## src/source/rd_master_settings.svh

```systemverilog
//////////////////////////////
// Build-time settings for the read engine
// RD_BUF_DEPTH must be a power of two and hold every outstanding burst
//////////////////////////////

`ifndef RD_MASTER_SETTINGS_SVH
`define RD_MASTER_SETTINGS_SVH

// Byte address width on the AR channel
`define RD_ADDR_WIDTH 32

// Bus word width, read data and stream data
`define RD_DATA_WIDTH 32

// Width of the byte count at the control port
`define RD_SIZE_WIDTH 16

// Words in one full burst, far below the AXI limit of 256
`define RD_BURST_BEATS 16

// Bursts that may be in flight between AR and the stream
`define RD_MAX_OUTSTANDING 4

// Data buffer entries, burst beats times outstanding limit
`define RD_BUF_DEPTH 64

`endif

```

## src/source/rd_master_pkg.sv

```systemverilog
//////////////////////////////
// Vector types of the read engine
// All widths derive from the settings header
//////////////////////////////

`include "rd_master_settings.svh"

package rd_master_pkg;

  // Byte address on the AR channel
  typedef logic [`RD_ADDR_WIDTH-1:0] addr_t;

  // One bus word
  typedef logic [`RD_DATA_WIDTH-1:0] data_t;

  // Requested byte count
  typedef logic [`RD_SIZE_WIDTH-1:0] xfer_size_t;

  // Word count minus one, byte offset bits dropped
  typedef logic [`RD_SIZE_WIDTH-$clog2(`RD_DATA_WIDTH/8)-1:0] word_count_t;

  // Burst count minus one, the word count above the beat index
  typedef logic [$bits(word_count_t)-$clog2(`RD_BURST_BEATS)-1:0] burst_count_t;

  // AXI4 length field, fixed by the protocol
  typedef logic [7:0] arlen_t;

  // Length of the final burst minus one
  typedef logic [$clog2(`RD_BURST_BEATS)-1:0] beat_idx_t;

  // Free outstanding slots, zero up to the limit
  typedef logic [$clog2(`RD_MAX_OUTSTANDING+1)-1:0] vacancy_t;

  // Buffer pointer with one wrap bit above the index
  typedef logic [$clog2(`RD_BUF_DEPTH):0] buf_ptr_t;

endpackage

```

## src/source/rd_launch_if.sv

```systemverilog
//////////////////////////////
// Prepared request, setup to issuer and tracker
// Fields hold from launch until the next start
//////////////////////////////

interface rd_launch_if
  import rd_master_pkg::*;
  ();

  // One-cycle pulse, fields are valid with it
  logic launch;
  // Start address, aligned down to a burst boundary
  addr_t base_addr;
  // Number of bursts minus one
  burst_count_t last_burst;
  // Beats in the final burst minus one
  beat_idx_t final_len;

  // Request setup drives the bundle
  modport source (
    output launch, base_addr, last_burst, final_len
  );

  // Address issuer and burst tracker only read it
  modport sink (
    input launch, base_addr, last_burst, final_len
  );

endinterface

```

## src/source/rd_address_issuer.sv

```systemverilog
//////////////////////////////
// Issues full bursts then one final burst on AR
// Stalls while no outstanding slot is free
//////////////////////////////

`include "rd_master_settings.svh"

module rd_address_issuer
  import rd_master_pkg::*;
  (
  input  logic   aclk,
  input  logic   areset,
  rd_launch_if.sink launch,
  input  logic   m_axi_arready,
  input  logic   burst_drained,
  output logic   m_axi_arvalid,
  output addr_t  m_axi_araddr,
  output arlen_t m_axi_arlen
);

  // Address step per burst
  localparam addr_t burst_bytes = addr_t'(`RD_BURST_BEATS * (`RD_DATA_WIDTH / 8));
  // Length field of a full burst
  localparam arlen_t full_len = arlen_t'(`RD_BURST_BEATS - 1);
  // All slots free after reset
  localparam vacancy_t max_vacancy = vacancy_t'(`RD_MAX_OUTSTANDING);

  logic         ar_idle;
  logic         arxfer;
  logic         ar_final;
  logic         ar_done;
  logic         pending;
  logic         stall_ar;
  burst_count_t ar_to_go;
  vacancy_t     vacancy;

  //////////////////////////////
  // AR handshake
  //////////////////////////////

  assign arxfer   = m_axi_arvalid & m_axi_arready;
  assign ar_final = (ar_to_go == '0);
  assign ar_done  = ar_final & arxfer;
  // Launch counts as work so arvalid rises right after it
  assign pending  = launch.launch | ~ar_idle;
  assign stall_ar = (vacancy == '0);

  // Short length only on the last burst
  assign m_axi_arlen = ar_final ? arlen_t'(launch.final_len) : full_len;

  // Valid drops on acceptance, stays low one cycle before the next address
  always_ff @(posedge aclk) begin
    if (areset) begin
      m_axi_arvalid <= 1'b0;
    end else if (pending & ~stall_ar & ~m_axi_arvalid) begin
      m_axi_arvalid <= 1'b1;
    end else if (m_axi_arready) begin
      m_axi_arvalid <= 1'b0;
    end
  end

  // Idle between the final address and the next launch
  always_ff @(posedge aclk) begin
    if (areset) begin
      ar_idle <= 1'b1;
    end else if (launch.launch) begin
      ar_idle <= 1'b0;
    end else if (ar_done) begin
      ar_idle <= 1'b1;
    end
  end

  // Bursts still to issue, zero marks the final one
  always_ff @(posedge aclk) begin
    if (areset) begin
      ar_to_go <= '0;
    end else if (launch.launch) begin
      ar_to_go <= launch.last_burst;
    end else if (arxfer & ~ar_final) begin
      ar_to_go <= ar_to_go - 1'b1;
    end
  end

  // Running address
  always_ff @(posedge aclk) begin
    if (launch.launch) begin
      m_axi_araddr <= launch.base_addr;
    end else if (arxfer) begin
      m_axi_araddr <= m_axi_araddr + burst_bytes;
    end
  end

  //////////////////////////////
  // Outstanding slots
  //////////////////////////////

  // Taken at address acceptance, returned when the burst leaves the buffer
  always_ff @(posedge aclk) begin
    if (areset) begin
      vacancy <= max_vacancy;
    end else begin
      case ({burst_drained, arxfer})
        2'b10:   vacancy <= vacancy + 1'b1;
        2'b01:   vacancy <= vacancy - 1'b1;
        default: vacancy <= vacancy;
      endcase
    end
  end

endmodule

```

## src/source/rd_burst_tracker.sv

```systemverilog
//////////////////////////////
// Counts completed read bursts, pulses done
// Done may precede the data on the stream
//////////////////////////////

module rd_burst_tracker
  import rd_master_pkg::*;
  (
  input  logic aclk,
  input  logic areset,
  rd_launch_if.sink launch,
  input  logic m_axi_rvalid,
  input  logic m_axi_rlast,
  output logic ctrl_done
);

  logic         busy;
  logic         beat_last;
  logic         r_final;
  burst_count_t r_to_go;

  // rready is tied high, so every valid beat is accepted
  assign beat_last = m_axi_rvalid & m_axi_rlast;
  assign r_final   = (r_to_go == '0);

  always_ff @(posedge aclk) begin
    if (areset) begin
      busy      <= 1'b0;
      r_to_go   <= '0;
      ctrl_done <= 1'b0;
    end else begin
      // Last beat of the last burst
      ctrl_done <= busy & beat_last & r_final;
      if (launch.launch) begin
        busy    <= 1'b1;
        r_to_go <= launch.last_burst;
      end else if (beat_last) begin
        if (r_final) begin
          busy <= 1'b0;
        end else begin
          r_to_go <= r_to_go - 1'b1;
        end
      end
    end
  end

endmodule

```

## src/source/rd_data_buffer.sv

```systemverilog
//////////////////////////////
// First-word-fall-through buffer, R channel to stream
// No full flag, the issuer keeps it from overflowing
//////////////////////////////

`include "rd_master_settings.svh"

module rd_data_buffer
  import rd_master_pkg::*;
  (
  input  logic  aclk,
  input  logic  areset,
  input  logic  wr_valid,
  input  data_t wr_data,
  input  logic  wr_last,
  input  logic  m_axis_tready,
  output logic  m_axis_tvalid,
  output data_t m_axis_tdata,
  output logic  m_axis_tlast,
  output logic  burst_drained
);

  // Index bits below the wrap bit
  localparam int idx_width = $clog2(`RD_BUF_DEPTH);

  data_t    data_mem [`RD_BUF_DEPTH];
  logic     last_mem [`RD_BUF_DEPTH];
  buf_ptr_t wr_ptr;
  buf_ptr_t rd_ptr;
  logic     rd_take;

  //////////////////////////////
  // Storage
  //////////////////////////////

  // Every valid beat is stored, rready is always high
  always_ff @(posedge aclk) begin
    if (wr_valid) begin
      data_mem[wr_ptr[idx_width-1:0]] <= wr_data;
      last_mem[wr_ptr[idx_width-1:0]] <= wr_last;
    end
  end

  //////////////////////////////
  // Pointers
  //////////////////////////////

  // Pointers wrap on their own, depth is a power of two
  always_ff @(posedge aclk) begin
    if (areset) begin
      wr_ptr <= '0;
      rd_ptr <= '0;
    end else begin
      if (wr_valid) begin
        wr_ptr <= wr_ptr + 1'b1;
      end
      if (rd_take) begin
        rd_ptr <= rd_ptr + 1'b1;
      end
    end
  end

  //////////////////////////////
  // Stream side
  //////////////////////////////

  // Not empty means a word is waiting at the head
  assign m_axis_tvalid = (wr_ptr != rd_ptr);
  // Head word read straight from memory
  assign m_axis_tdata  = data_mem[rd_ptr[idx_width-1:0]];
  assign m_axis_tlast  = last_mem[rd_ptr[idx_width-1:0]];
  assign rd_take       = m_axis_tvalid & m_axis_tready;

  // Burst leaves the buffer, one slot frees up
  assign burst_drained = rd_take & m_axis_tlast;

endmodule

```

## src/source/rd_master_top.sv

```systemverilog
//////////////////////////////
// Burst read master, AXI4 read channels to a stream
// Start again only after done
//////////////////////////////

module rd_master_top
  import rd_master_pkg::*;
  (
  // Clock, reset and control
  input  logic       aclk,
  input  logic       areset,
  input  logic       ctrl_start,
  input  addr_t      ctrl_addr_offset,
  input  xfer_size_t ctrl_xfer_size_in_bytes,
  output logic       ctrl_done,
  // AR channel
  output logic       m_axi_arvalid,
  input  logic       m_axi_arready,
  output addr_t      m_axi_araddr,
  output arlen_t     m_axi_arlen,
  // R channel
  input  logic       m_axi_rvalid,
  output logic       m_axi_rready,
  input  data_t      m_axi_rdata,
  input  logic       m_axi_rlast,
  // Stream out
  output logic       m_axis_tvalid,
  input  logic       m_axis_tready,
  output data_t      m_axis_tdata,
  output logic       m_axis_tlast
);

  // Slot return from buffer to issuer
  logic burst_drained;

  // Prepared request bundle
  rd_launch_if launch_bus ();

  // The buffer holds all outstanding bursts, never back-pressure R
  assign m_axi_rready = 1'b1;

  rd_request_setup u_setup (
    .aclk                    (aclk),
    .areset                  (areset),
    .ctrl_start              (ctrl_start),
    .ctrl_addr_offset        (ctrl_addr_offset),
    .ctrl_xfer_size_in_bytes (ctrl_xfer_size_in_bytes),
    .launch                  (launch_bus.source)
  );

  rd_address_issuer u_issuer (
    .aclk          (aclk),
    .areset        (areset),
    .launch        (launch_bus.sink),
    .m_axi_arready (m_axi_arready),
    .burst_drained (burst_drained),
    .m_axi_arvalid (m_axi_arvalid),
    .m_axi_araddr  (m_axi_araddr),
    .m_axi_arlen   (m_axi_arlen)
  );

  rd_burst_tracker u_tracker (
    .aclk         (aclk),
    .areset       (areset),
    .launch       (launch_bus.sink),
    .m_axi_rvalid (m_axi_rvalid),
    .m_axi_rlast  (m_axi_rlast),
    .ctrl_done    (ctrl_done)
  );

  rd_data_buffer u_buffer (
    .aclk          (aclk),
    .areset        (areset),
    .wr_valid      (m_axi_rvalid),
    .wr_data       (m_axi_rdata),
    .wr_last       (m_axi_rlast),
    .m_axis_tready (m_axis_tready),
    .m_axis_tvalid (m_axis_tvalid),
    .m_axis_tdata  (m_axis_tdata),
    .m_axis_tlast  (m_axis_tlast),
    .burst_drained (burst_drained)
  );

endmodule

```

## src/source/rd_request_setup.sv

```systemverilog
//////////////////////////////
// Byte count rounds up to words, address aligns down to a burst
// A zero byte count is not supported
//////////////////////////////

`include "rd_master_settings.svh"

module rd_request_setup
  import rd_master_pkg::*;
  (
  input  logic       aclk,
  input  logic       areset,
  input  logic       ctrl_start,
  input  addr_t      ctrl_addr_offset,
  input  xfer_size_t ctrl_xfer_size_in_bytes,
  rd_launch_if.source launch
);

  // Byte offset bits within one bus word
  localparam int word_lsb = $clog2(`RD_DATA_WIDTH / 8);
  // Beat index bits within one burst
  localparam int beat_bits = $bits(beat_idx_t);
  // Byte offset within one full burst
  localparam addr_t burst_mask = addr_t'(`RD_BURST_BEATS * (`RD_DATA_WIDTH / 8) - 1);

  logic        start_d1;
  logic        has_tail;
  word_count_t words_floor;
  word_count_t word_count_m1;

  // Whole words in the request, partial word counted separately
  assign words_floor = ctrl_xfer_size_in_bytes[word_lsb +: $bits(word_count_t)];
  assign has_tail    = |ctrl_xfer_size_in_bytes[word_lsb-1:0];

  // Two-stage start, matches the two register stages below
  always_ff @(posedge aclk) begin
    if (areset) begin
      start_d1      <= 1'b0;
      launch.launch <= 1'b0;
    end else begin
      start_d1      <= ctrl_start;
      launch.launch <= start_d1;
    end
  end

  // Stage 1, round up and align
  always_ff @(posedge aclk) begin
    if (ctrl_start) begin
      // A partial word adds one, so floor already is count minus one
      word_count_m1    <= has_tail ? words_floor : words_floor - 1'b1;
      launch.base_addr <= ctrl_addr_offset & ~burst_mask;
    end
  end

  // Stage 2, split into burst count and final burst length
  always_ff @(posedge aclk) begin
    if (start_d1) begin
      launch.last_burst <= word_count_m1[beat_bits +: $bits(burst_count_t)];
      launch.final_len  <= word_count_m1[beat_bits-1:0];
    end
  end

endmodule
```

## config.mk

```make
export PLATFORM = sky130hd
export DESIGN_NAME = rd_master_top
export DESIGN_NICKNAME = d
export VERILOG_FILES = /design/src/source/rd_master_pkg.sv /design/src/source/rd_launch_if.sv /design/src/source/rd_address_issuer.sv /design/src/source/rd_burst_tracker.sv /design/src/source/rd_data_buffer.sv /design/src/source/rd_master_top.sv /design/src/source/rd_request_setup.sv
export VERILOG_INCLUDE_DIRS = /design/src /design/src/source
export SDC_FILE = /design/constraint.sdc
export NUM_CORES = 2
export LEC_CHECK = 0
export BUFFER_PORTS_ARGS = -buffer_cell sky130_fd_sc_hd__buf_2
export CORE_ASPECT_RATIO = 0.8
export CORE_MARGIN = 2
export CORE_UTILIZATION = 25
export DETAILED_ROUTE_END_ITERATION = 7
export PLACE_DENSITY = 0.38
export SLEW_MARGIN = 0
export SYNTH_ARGS = -nofsm -noshare
export SYNTH_HDL_FRONTEND = slang
export SYNTH_SLANG_ARGS = --single-unit
```

## constraint.sdc

```tcl
create_clock -name aclk -period 4.9 [get_ports aclk]
set_input_delay 0.49 -clock aclk [delete_from_list [all_inputs] [get_ports aclk]]
set_output_delay 0.49 -clock aclk [all_outputs]
set_load 0.02 [all_outputs]
```

==> results.cfg <==
[timing]
clock.fmax_mhz = 217
layout_setup_ws_ps = 292
tns_ps = 0
slew_violations = 0
rsz0062_at_grt = false
finalCritPeriodShare_pct = 94.0
relSlewSlack_pct = 16.5
period_needed_ps = 4610
clock_skew_ps = 52.4
worst_pin_slew_ps = 1250
hold_viol = 0
setup_violations = 0

[grt]
grt_pass1_vias = 42855
grtUsageTotal_pct = 14.1
grt_pass1_wl_mm = 348
grt_max_degree = 73
overflow = 0
antenna_found_initial = 24

[detailed_routing]
drc = 0
drt_iter0_markers = 4039
wl_per_cell_um = 27.8
vias = 40855
detail-route-antenna-nets = 0
wirelength_mm = 250
viasPerCell = 4.54
firstDrtPassIters = 5

[setup_path]
critPathMostFrequentCell = buf_12
worstPathMaxFanout = 48
crit_slowest_cell = dfxtp_4
critPathMaxStageDelay_ps = 670
critPathCaptureType = output pin
start_kind = flip-flop
path_cells = buf_12, buf_12, mux2i_1, a221oi_1, o21ai_0, o2111ai_1, o211a_1, buf_2
crit_family = compound AO/OA/AOI/OAI gates
worstPathArrival_ps = 4120
critical_path_class = flip-flop to output pin
critPathBufInv = 3
required_ps = 4410

[logic_synthesis]
muxShareOfSynthArea_pct = 16.1
synth-seq-cells = 2241
synth_top_cell_area_share_pct = 76.5
synth-compound-area-share_pct = 2.13
synth_top_family_by_area = multiplexers
synthDistinctLibCells = 57
async_flop_share_pct = 0
synthFlopType = edfxtp_1
synth_area_um2 = 86100
syn_inst = 3830
synth.largest_area_cell = edfxtp_1
synth-simple-area-share_pct = 1.99
synth_edf_count = 2192
synth_xor_area_share_pct = 0.641
synth.area.top_cells = edfxtp_1 76%, mux4_2 15%, dfxtp_1 1.1%
synth_fa_ha_area_share_pct = 0.125
synth_seq_area_share_pct = 77.6
synth_area_per_cell_um2 = 22.5
yosys_warnings = 0

[placed_design]
dp_cells = 8542
gp_congestion = 0.701
preCtsSetupSlack_ps = 743
placed_area_um2 = 94100
io_buffers = 146
dp_hpwl_mm = 141

[power_and_ir_drop]
p_leak_uw = 0.0302
p_total_uw = 42500
ir_drop_mv = 0.299
powerDensity_nw_per_um2 = 419

[floorplan]
design.die.area_um2 = 349000
core.rowCount = 192
die_height_um = 529
dieWidth_um = 660
core_um2 = 342000
io_pins = 164
start_util_pct = 25.1

[cts]
clock-sinks = 2241
cts_tree = yes
cts_max_path_buffers = 4
insertion_delay_ps = 880
numCtsBuffers = 228
htreeDepth = 4
clk_pin_slew_ps = 60
cts-root-buf = clkbuf_16

[layout]
final_cells = 8998
fin_area_um2 = 102000
nFillCells = 33247
drive_gt1_share_pct = 29.7
area_delta_synth_final_pct = 17.9
finalNetCount = 4357

[status]
status = complete, no violations

[flow_run]
maxCapViolCount = 0

[hold_path]
worstHoldPathType = input port to flip-flop
-- final timing paths --
check	from	endpoint	slack (ps)	cells after the start
hold reg to reg	u_setup.word_count_m1[11]	u_setup.launch.last_burst[7]	410	0
setup reg to reg	flip-flop	u_issuer.vacancy[2]	1130	14
setup / recovery	flip-flop	m_axis_tdata[17]	290	8
hold / removal	ctrl_xfer_size_in_bytes[2]	u_setup.word_count_m1[0]	90	3
-- state kept, by name (all words and copies together), names as in the netlist, 3 cells and up, named ones only --
register	cells
u_tracker.r_to_go	10
u_buffer.last_mem	64
u_buffer.wr_ptr	7
u_buffer.rd_ptr	7
u_setup.word_count_m1	14
u_buffer.data_mem	2048
u_issuer.ar_to_go	10
u_setup.launch.last_burst	10
u_issuer.vacancy	3
u_setup.launch.final_len	4
u_issuer.m_axi_araddr	26
u_setup.launch.base_addr	26
-- worst min-delay path: stages --
cell	delay, ps
buf_2	90
inv_1	60
xnor2_1	160
-- cell usage after synthesis, types with 10 or more instances --
cell type and n:
a21oi_1 22, a221oi_1 42, a22oi_1 59, buf_1 17, buf_2 62, buf_4 32
buf_6 15, clkbuf_1 84, dfxtp_1 49, edfxtp_1 2192, inv_1 17, mux2i_1 85
mux4_2 578, nand2_1 120, nand3_1 44, nor2_1 109, nor2b_1 11, nor3_1 16
nor4_1 10, o2111ai_1 19, o211a_1 18, o21ai_0 54, or3_1 16, xnor2_1 36
xor2_1 27
-- logic make-up (layout without fill, tap and decap cells) --
family                   Yosys count  count (layout)
AO/OA/AOI/OAI                    252             252
XOR/XNOR                          63              63
adder cells (fa/ha/maj)            8               8
buffers and inverters            228             823
flip-flops                      2241            2241
multiplexers                     664             664
other                              2              16
AND/OR/NAND/NOR                  372             372
-- stage by stage --
stage | util, % | hold slack (ps)
CTS | 29.6 | 16.4
detailed placement | 27.5 | 405
finish | 29.7 | 88.1
global placement | 27.5 | 407
floorplan | - | 400
global route | 29.7 | 76.7
-- power by group --
group	switching (uW)	internal (uW)	leakage [uW]	total (uW)
logic	2470	2130	0.00672	4600
clock network	7390	9270	0.00336	16700
registers	92.5	21200	0.0202	21300
total	9950	32600	0.0302	42500
-- what timing repair did --
action	CTS	global route
endpoints found under the setup margin	13	0
buffers inserted	5	0
hold buffers	44	0
resized for setup	2	0
endpoints found under the hold margin	41	0
-- layout make-up --
cell class / count / area, um^2 / area share, %
Antenna cell: 5 / 12.5 / 0.0123
Clock buffer: 292 / 6130 / 6.04
Clock inverter: 110 / 744 / 0.733
Inverter: 18 / 67.6 / 0.0666
Multi-Input combinational cell: 1370 / 18600 / 18.4
Sequential cell: 2241 / 66800 / 65.8
Tap cell: 4559 / 5700 / 5.62
Timing Repair Buffer: 403 / 3380 / 3.33
-- routing by layer --
layer	up-vias	wire length, um	global-route usage, %
met5	-	57	0
met4	8	4660	2.82
met3	297	12600	2.47
met2	1024	113000	21.7
met1	22428	120000	21.0
li1	17098	-	-
-- cell usage in the layout, fill, tap and decap left out, types with 10 or more instances in the layout --
cell type / netlist / final
nor4_1: 10 / 10
xor2_1: 27 / 27
a21oi_1: 22 / 22
mux4_2: 578 / 578
nor2_4: 0 / 60
xnor2_1: 36 / 36
bufinv_16: 0 / 10
inv_1: 17 / 16
or3_1: 16 / 16
dlygate4sd3_1: 0 / 44
conb_1: 2 / 11
o211a_1: 18 / 18
nor2_1: 109 / 48
a221oi_1: 42 / 42
edfxtp_1: 2192 / 2192
clkinv_2: 0 / 33
clkinv_1: 1 / 61
nand3_1: 44 / 44
buf_2: 62 / 146
clkbuf_16: 0 / 235
buf_4: 32 / 164
o21ai_0: 54 / 54
mux2i_1: 85 / 85
clkbuf_1: 84 / 53
dfxtp_1: 49 / 43
a22oi_1: 59 / 57
o2111ai_1: 19 / 19
nand2_1: 120 / 120
nor3_1: 16 / 11
buf_12: 0 / 49
No activity file was read; power rests on OpenSTA's default activity.
